<file path="config.mk">
export PLATFORM = sky130hd
export DESIGN_NAME = nes_input_top
export DESIGN_NICKNAME = d
export VERILOG_FILES = /design/src/rtl/nes_input_pkg.sv /design/src/rtl/nes_input_top.sv /design/src/rtl/reset_sequencer.sv /design/src/rtl/joypad_port.sv
export VERILOG_INCLUDE_DIRS = /design/src /design/src/rtl
export SDC_FILE = /design/constraint.sdc
export NUM_CORES = 1
export LEC_CHECK = 0
export BUFFER_PORTS_ARGS = -buffer_cell sky130_fd_sc_hd__buf_2
export CAP_MARGIN = 40
export CORE_MARGIN = 1.5
export CORE_UTILIZATION = 23
export DETAILED_ROUTE_END_ITERATION = 10
export SLEW_MARGIN = 20
export SYNTH_ARGS = -nofsm -noshare
export SYNTH_HDL_FRONTEND = slang
export SYNTH_SLANG_ARGS = --single-unit
</file>
<file path="constraint.sdc">
create_clock -name clk_ppu_21_47 -period 1.8 [get_ports clk_ppu_21_47]
set_input_delay 0.36 -clock clk_ppu_21_47 [delete_from_list [all_inputs] [get_ports clk_ppu_21_47]]
set_output_delay 0.36 -clock clk_ppu_21_47 [all_outputs]
set_load 0.02 [all_outputs]
</file>
<file path="src/rtl/nes_input_defs.svh">
`default_nettype none

`ifndef NES_INPUT_DEFS_SVH
`define NES_INPUT_DEFS_SVH

// bits in one controller read
`define JOY_REPORT_BITS 24

// upper report bits with no multitap attached
`define JOY_NO_TAP_FILL 16'hFFFF

// multitap signature bytes, one per port
`define JOY_SIG_PORT1 8'h08
`define JOY_SIG_PORT2 8'h04

// core held in reset this many loader-idle cycles after a download
`define DOWNLOAD_RESET_CYCLES 255
`define DOWNLOAD_CNT_BITS 8

`endif

`default_nettype wire
</file>
<file path="src/rtl/nes_input_pkg.sv">
`default_nettype none

package nes_input_pkg;

  // one player's pad, bit 0 is a and bit 7 is right
  typedef struct packed {
    logic right;
    logic left;
    logic down;
    logic up;
    logic start;
    logic select;
    logic b;
    logic a;
  } nes_buttons_t;

  // word shifted out of a port, lsb first
  // primary pad goes out first, then the tap player, then the signature
  typedef struct packed {
    // multitap id byte, or fill when the tap is off
    logic [7:0]   signature;
    // second player on this port
    nes_buttons_t secondary;
    // player plugged straight into the port
    nes_buttons_t primary;
  } joy_report_t;

endpackage

`default_nettype wire

</file>
<file path="src/rtl/nes_input_top.sv">
`timescale 1ns/1ps
`include "nes_input_defs.svh"
`default_nettype none

module nes_input_top (
  input  wire logic                        clk_ppu_21_47,
  input  wire logic                        reset_nes,

  // console side of the controller ports
  input  wire logic                        joy_strobe,
  input  wire logic [1:0]                  joy_clock,
  output logic                             joy1_data,
  output logic                             joy2_data,

  // pads, high means pressed
  input  wire nes_input_pkg::nes_buttons_t p1_buttons,
  input  wire nes_input_pkg::nes_buttons_t p2_buttons,
  input  wire nes_input_pkg::nes_buttons_t p3_buttons,
  input  wire nes_input_pkg::nes_buttons_t p4_buttons,
  input  wire logic                        multitap_enabled,

  // loader status and resets
  input  wire logic                        downloading,
  input  wire logic                        loader_busy,
  input  wire logic                        loader_fail,
  output logic                             core_reset,
  output logic                             loader_reset
);

  // core reset also clears both ports
  reset_sequencer i_reset_sequencer (
    .clk_ppu_21_47 (clk_ppu_21_47),
    .reset_nes     (reset_nes),
    .downloading   (downloading),
    .loader_busy   (loader_busy),
    .loader_fail   (loader_fail),
    .core_reset    (core_reset),
    .loader_reset  (loader_reset)
  );

  // port 1 carries players 1 and 3
  joypad_port #(
    .signature (`JOY_SIG_PORT1)
  ) port1 (
    .clk_ppu_21_47    (clk_ppu_21_47),
    .reset_nes        (core_reset),
    .strobe           (joy_strobe),
    .serial_clock     (joy_clock[0]),
    .primary          (p1_buttons),
    .secondary        (p3_buttons),
    .multitap_enabled (multitap_enabled),
    .serial_data      (joy1_data)
  );

  // port 2 carries players 2 and 4
  joypad_port #(
    .signature (`JOY_SIG_PORT2)
  ) port2 (
    .clk_ppu_21_47    (clk_ppu_21_47),
    .reset_nes        (core_reset),
    .strobe           (joy_strobe),
    .serial_clock     (joy_clock[1]),
    .primary          (p2_buttons),
    .secondary        (p4_buttons),
    .multitap_enabled (multitap_enabled),
    .serial_data      (joy2_data)
  );

endmodule

`default_nettype wire

</file>
<file path="src/rtl/reset_sequencer.sv">
`timescale 1ns/1ps
`include "nes_input_defs.svh"
`default_nettype none

module reset_sequencer (
  input  wire logic clk_ppu_21_47,
  input  wire logic reset_nes,
  input  wire logic downloading,
  input  wire logic loader_busy,
  input  wire logic loader_fail,
  output logic      core_reset,
  output logic      loader_reset
);

  import nes_input_pkg::*;

  // set by the first download, core stays in reset until then
  logic started;

  // post-download hold, counts down while the loader is idle
  logic [`DOWNLOAD_CNT_BITS-1:0] hold_cnt;
  logic                          hold_active;

  // downloading from the previous edge
  logic downloading_d;
  logic download_rise;

  assign hold_active   = hold_cnt != '0;
  assign download_rise = downloading && !downloading_d;

  always_ff @(posedge clk_ppu_21_47) begin
    if (reset_nes) begin
      started       <= 1'b0;
      hold_cnt      <= '0;
      downloading_d <= 1'b0;
    end else begin
      downloading_d <= downloading;
      if (downloading) begin
        started  <= 1'b1;
        hold_cnt <= `DOWNLOAD_CNT_BITS'(`DOWNLOAD_RESET_CYCLES);
      end else if (!loader_busy && hold_active) begin
        // busy loader freezes the count
        hold_cnt <= hold_cnt - 1'b1;
      end
    end
  end

  // loader reset once the hold has run out, or as a download starts
  always_ff @(posedge clk_ppu_21_47) begin
    if (reset_nes) begin
      // counter is zero during reset
      loader_reset <= 1'b1;
    end else begin
      loader_reset <= !hold_active || download_rise;
    end
  end

  // all core reset sources merged, no register on this path
  assign core_reset = !started || hold_active || loader_fail || reset_nes;

endmodule

`default_nettype wire

</file>
<file path="src/rtl/joypad_port.sv">
`timescale 1ns/1ps
`include "nes_input_defs.svh"
`default_nettype none

module joypad_port #(
  parameter nes_input_pkg::nes_buttons_t signature = `JOY_SIG_PORT1
) (
  input  wire logic                        clk_ppu_21_47,
  input  wire logic                        reset_nes,
  input  wire logic                        strobe,
  input  wire logic                        serial_clock,
  input  wire nes_input_pkg::nes_buttons_t primary,
  input  wire nes_input_pkg::nes_buttons_t secondary,
  input  wire logic                        multitap_enabled,
  output logic                             serial_data
);

  import nes_input_pkg::*;

  // word that a strobe would latch right now
  joy_report_t strobe_report;

  // shift register, bit 0 is on the wire
  joy_report_t report;

  // clock level seen on the previous edge
  logic last_clock;
  logic clock_fall;

  // build the latch value from the pads
  always_comb begin
    strobe_report.primary = primary;
    if (multitap_enabled) begin
      strobe_report.secondary = secondary;
      strobe_report.signature = signature;
    end else begin
      // no tap, console reads ones past the first pad
      {strobe_report.signature, strobe_report.secondary} = `JOY_NO_TAP_FILL;
    end
  end

  // falling edge of the console's serial clock
  assign clock_fall = !serial_clock && last_clock;

  always_ff @(posedge clk_ppu_21_47) begin
    if (reset_nes) begin
      last_clock <= 1'b0;
    end else begin
      last_clock <= serial_clock;
    end
  end

  // latch on strobe, shift on clock fall
  // a shift on the same edge as a strobe takes priority
  always_ff @(posedge clk_ppu_21_47) begin
    if (reset_nes) begin
      report <= '0;
    end else if (clock_fall) begin
      // zeros fill in from the top once the word is used up
      report <= {1'b0, report[`JOY_REPORT_BITS-1:1]};
    end else if (strobe) begin
      report <= strobe_report;
    end
  end

  // bit 0 goes straight out
  assign serial_data = report[0];

endmodule

`default_nettype wire

</file>
## Word level (Yosys, flattened, before mapping)

Index checks and enable logic that the tools add are counted.

- Memories kept: 0
- Logic and storage cells: 71
- Output and inout port bits: 4
- Latch bits: 0
- Bits of input ports: 41
- Bits in registers: 61
- Bits in writable memories: 0
- ROM bits: 0

- Shift-type cells: 0
- $add $sub $neg: 1
- Bitwise operators: 0
- Multiplexer cells: 8
- Magnitude comparators: 0
- Reductions and logical operators: 20
- $mul: 0
- Divide/modulo/power cells: 0
- Equality and inequality tests: 0

Operator list:

| operator | count |
|---|---|
| 23-bit two-way mux | 4 |
| 16-bit two-way mux | 2 |
| 8-bit two-way mux | 2 |
| 8-bit nonzero test | 1 |
| 8-bit by 1-bit subtractor with 8-bit output, second input constant | 1 |
| 1-bit zero test | 6 |
| 2-bit nonzero test | 3 |
| 1-bit logical AND | 4 |
| 1-bit logical OR | 4 |
| 2-bit OR reduction | 2 |

## Logic depth before layout (Yosys ltp)

- Depth in word-level cells: 5
- Depth in mapped cells: 6
- Gate-level depth less buffers: 5

## Hierarchy

From an unflattened synthesis, not the netlist that was laid out.

- Cell total of the unflattened synthesis: 283
- Area, all modules: 2628.8 um^2

By module, submodules not included:

| module | instances | area each (um^2) | seq. area each (um^2) | cells an instance |
|---|---|---|---|---|
| joypad_port at port2 | 1 | 1056.0 | 500.5 | 112 |
| joypad_port at port1 | 1 | 1049.8 | 500.5 | 112 |
| reset_sequencer | 1 | 523.0 | 220.2 | 59 |

## Worst setup path after synthesis

OpenSTA, ideal clock, no wires.

- Path type: register -> output
- Start: register i_reset_sequencer.hold_cnt[0]
- End: output port core_reset
- Path buffers: 1
- Required time: 1.440 ns
- Setup slack: 0.037 ns
- Arrival time: 1.403 ns
- Cell stages (with the launch flop): 6
- Cell sequence: dfxtp_1 inv_1 ha_1 nor3b_2 nand4_1 clkbuf_1

- Cells in the longest elaborated chain, start to end: 4

RTL lines:

| item | line | source |
|---|---|---|
| start, declared | reset_sequencer.sv:21 | `` logic [`DOWNLOAD_CNT_BITS-1:0] hold_cnt; `` |
| start signal, assigned | reset_sequencer.sv:40 | `` hold_cnt <= `DOWNLOAD_CNT_BITS'(`DOWNLOAD_RESET_CYCLES); `` |
| start signal, assigned | reset_sequencer.sv:43 | `hold_cnt <= hold_cnt - 1'b1;` |
| 8-bit nonzero test | reset_sequencer.sv:28 | `assign hold_active = hold_cnt != '0;` |
| 1-bit logical OR (3 in series) | reset_sequencer.sv:59 | `assign core_reset = !started \|\| hold_active \|\| loader_fail \|\| reset_nes;` |
| end, declared | nes_input_top.sv:26 | `output logic core_reset,` |

Every way passes these cells.

## Worst setup path after layout

Ends and elaborated chain as after synthesis.

==> impl_metrics.env <==
export IMPL_status="complete, but fails checks"
export IMPL_violations="setup timing"
export IMPL_netlist_area_sq_mm=0.00259
export IMPL_globalplace_congestion=0.751
export IMPL_relSlewSlack_pct=63.8
export IMPL_syn_inst=288
export IMPL_cts_inserted_buffers=9
export IMPL_grt_antenna_before_repair=0
export IMPL_hold_viol_final=0
export IMPL_overflow=0
export IMPL_fmax_ghz=0.539
export IMPL_clk_pin_slew_ns=0.07
export IMPL_r2r_cells=6
export IMPL_tightest_slew_ns=0.539
export IMPL_route_detailed_drc=0
export IMPL_min_delay_path_depth=3
export IMPL_die_height_microns=109
export IMPL_critPathTopFamily="simple AND/OR/NAND/NOR gates"
export IMPL_antenna_diode_count=0
export IMPL_cp_required_ns=1.44
export IMPL_fin_util_pct=30.7
export IMPL_synthArstFlopShare_pct=0
export IMPL_dieArea_sq_mm=0.0119
export IMPL_clock_path_buffers=2
export IMPL_finalSetupTns_ns=-0.0569
export IMPL_netlist_top_cell_by_area="dfxtp_1"
export IMPL_boundaryPins=45
export IMPL_h_tree_depth=3
export IMPL_slowest_stage="dfxtp_2"
export IMPL_crit_chain="inv_4 -> ha_4 -> nor3b_4 -> nand4_1 -> buf_6 -> buf_6"
export IMPL_drv_slew=0
export IMPL_crit_top_cell="buf_6"
export IMPL_cp_slowest_stage_delay_ns=0.33
export IMPL_syn_avg_cell_area_sq_um=8.99
export IMPL_placement_cell_area_sq_mm=0.00300
export IMPL_max_cap_violations=0
export IMPL_antenna_left=0
export IMPL_vdd_drop_max_uv=361
export IMPL_worst_slack_ns=-0.0569
export IMPL_cts_sinks=61
export IMPL_start_util_pct=23.8
export IMPL_cts_tree="done"
export IMPL_drive_above_1_share_pct=27.0
export IMPL_vias_per_cell=4.76
export IMPL_root_buffer="clkbuf_8"
export IMPL_grt_pass1_vias=2094
export IMPL_syn_nets=331
export IMPL_hold_class="in2reg"
export IMPL_crit_path_start_kind="flip-flop"
export IMPL_grtUsageTotal_pct=10.2
export IMPL_fin_cells=484
export IMPL_grt_first_pass_wirelength_mm=9.43
export IMPL_grt_max_degree=33
export IMPL_cp_arrival_ns=1.50
export IMPL_placed_cells=461
export IMPL_synth_top_area_share_pct=47.1
export IMPL_vias=2303
export IMPL_core_sq_mm=0.0109
export IMPL_clkLatencyLatePin_ns=0.34
export IMPL_final_area_sq_mm=0.00335
export IMPL_nNetsFinal=382
export IMPL_ys_seq_area_share_pct=47.1
export IMPL_n_fill_cell=1140
export IMPL_io_buffer_count=44
export IMPL_worst_path_buf_inv=3
export IMPL_synth_warnings=0
export IMPL_postCtsHoldBufs=0
export IMPL_min_period_ns=1.86
export IMPL_crit_type="reg2out"
export IMPL_ys_top_cells_by_count="61 x dfxtp_1, 34 x a21oi_1, 29 x nand2_1, 26 x nor2_1, 22 x clkbuf_1"
export IMPL_clock_skew_ns=0.0103
export IMPL_rsz0062_at_grt="yes"
export IMPL_synth_area_leaders="dfxtp_1 47%, a21oi_1 6.6%, mux2i_1 6.2%"
export IMPL_drt_first_pass_iters=4
export IMPL_ys_flop_type="dfxtp_1"
export IMPL_wl_per_cell_microns=12.3
export IMPL_syn_to_final_growth_pct=29.2
export IMPL_drt_iter0_markers=113
export IMPL_yosysMostFrequentCell="dfxtp_1"
export IMPL_cp_depth=6
export IMPL_num_rows=38
export IMPL_setup_viol=1
export IMPL_routed_wl_mm=5.94
export IMPL_cp_max_fo=3
export IMPL_place_hpwl_mm=3.76
export IMPL_end_kind="primary output"
export IMPL_finalCritPeriodShare_pct=103
export IMPL_synth_seq_cells=61
export IMPL_fp_dieW_microns=109
export IMPL_synth_cell_type_count=35
export IMPL_p_per_area_mw_per_mm2=935
export IMPL_synth_edf_count=0
export IMPL_p_leak_nw=1.31
## area by class of cell
class                   instances  area [sq um]  share of cell area, %
clock buffers                  10           128                   3.81
flip-flops and latches         61          1220                   36.6
multi-input cells             194          1280                   38.1
repair buffers                 65           400                   12.0
inverters                       8          32.5                  0.972
clock inverters                 6           111                   3.33
well taps                     140           175                   5.23
## worst paths after layout
| kind | endpoint | from | slack (ns) |
|---|---|---|---|
| max | core_reset | i_reset_sequencer.hold_cnt[0]$_SDFFE_PP0P_ | -0.06 |
| min | port2.last_clock$_SDFF_PP0_ | joy_clock[1] | 0.25 |
| max reg2reg | i_reset_sequencer.hold_cnt[6]$_SDFFE_PP0P_ | i_reset_sequencer.hold_cnt[0]$_SDFFE_PP0P_ | 0.04 |
| min reg2reg | port2.report[22]$_SDFFE_PP0P_ | port2.report[23]$_SDFFE_PP0P_ | 0.44 |
## per-layer routing
layer  share of wire [%]  routed length (microns)  global-route usage [%]
met5                   0                        0                       0
met4                 1.7                       99                    4.51
met3                 4.8                      286                    3.23
met2                  45                     2680                    16.0
met1                  48                     2870                    12.7
## metrics by stage
stage / hold WS, ns / setup WS (ns) / total power, mW
3_3_place_gp: 0.437 / -0.105 / 1.65
5_1_grt: 0.229 / -0.162 / 3.26
3_5_place_dp: 0.441 / -0.130 / 1.66
4_1_cts: 0.233 / -0.0735 / 3.16
2_1_floorplan: 0.428 / 0.0369 / 1.57
6_report: 0.252 / -0.0569 / 3.13
## cells by family after synthesis
group	count (synthesis)	synth area share, %
fa+ha+maj	2	0.966
buf+inv	33	5.12
flops	61	47.1
mux	16	6.18
simple gates	82	15.8
compound gates	94	24.7
## state kept, by name (all words and copies together) (netlist names)
register / flops
port1.report: 23
port2.report: 23
i_reset_sequencer.hold_cnt: 8
i_reset_sequencer.downloading_d: 1
i_reset_sequencer.loader_reset: 1
i_reset_sequencer.started: 1
port1.last_clock: 1
port1.serial_data: 1
port2.last_clock: 1
port2.serial_data: 1
## where the power goes
part	switching (mW)	internal [mW]	leakage, nW
combinational	0.129	0.136	0.701
sequential	0.0270	1.37	0.495
clock	0.546	0.920	0.116
## worst reg2reg max path: cells and delay by family (launching register included)
family          cells  cell delay, ns
compound gates      1            0.13
buf+inv             2            0.18
simple gates        2            0.93
fa+ha+maj           1            0.13
flops               1            0.33
## cell usage in the layout, fill, tap and decap left out, drive strengths merged, types with 2 or more instances in the layout
master,Yosys,layout
clkinv,0,2
nor2b,3,3
o21ai,3,3
a2111oi,4,4
nand2b,4,4
o31ai,2,2
a211oi,16,16
nor3,4,4
nand2,29,29
buf,3,65
o221ai,16,16
clkbuf,22,10
inv,8,8
or4b,3,3
bufinv,0,3
nor2,26,26
ha,2,2
dfxtp,61,61
or4,4,4
nor3b,3,3
a31oi,3,3
a21oi,34,34
mux2i,16,16
o211ai,13,13
and3,2,2
a211o,2,2
## repair_timing
| item | in CTS | in global routing |
|---|---|---|
| gates resized for setup | 11 | 4 |
| buffers inserted | 5 | 2 |
| setup endpoints to repair | 32 | 5 |
| cloned | 0 | 0 |
| pin swaps | 3 | 2 |
Note: power is estimated with default switching activity, not from simulation.
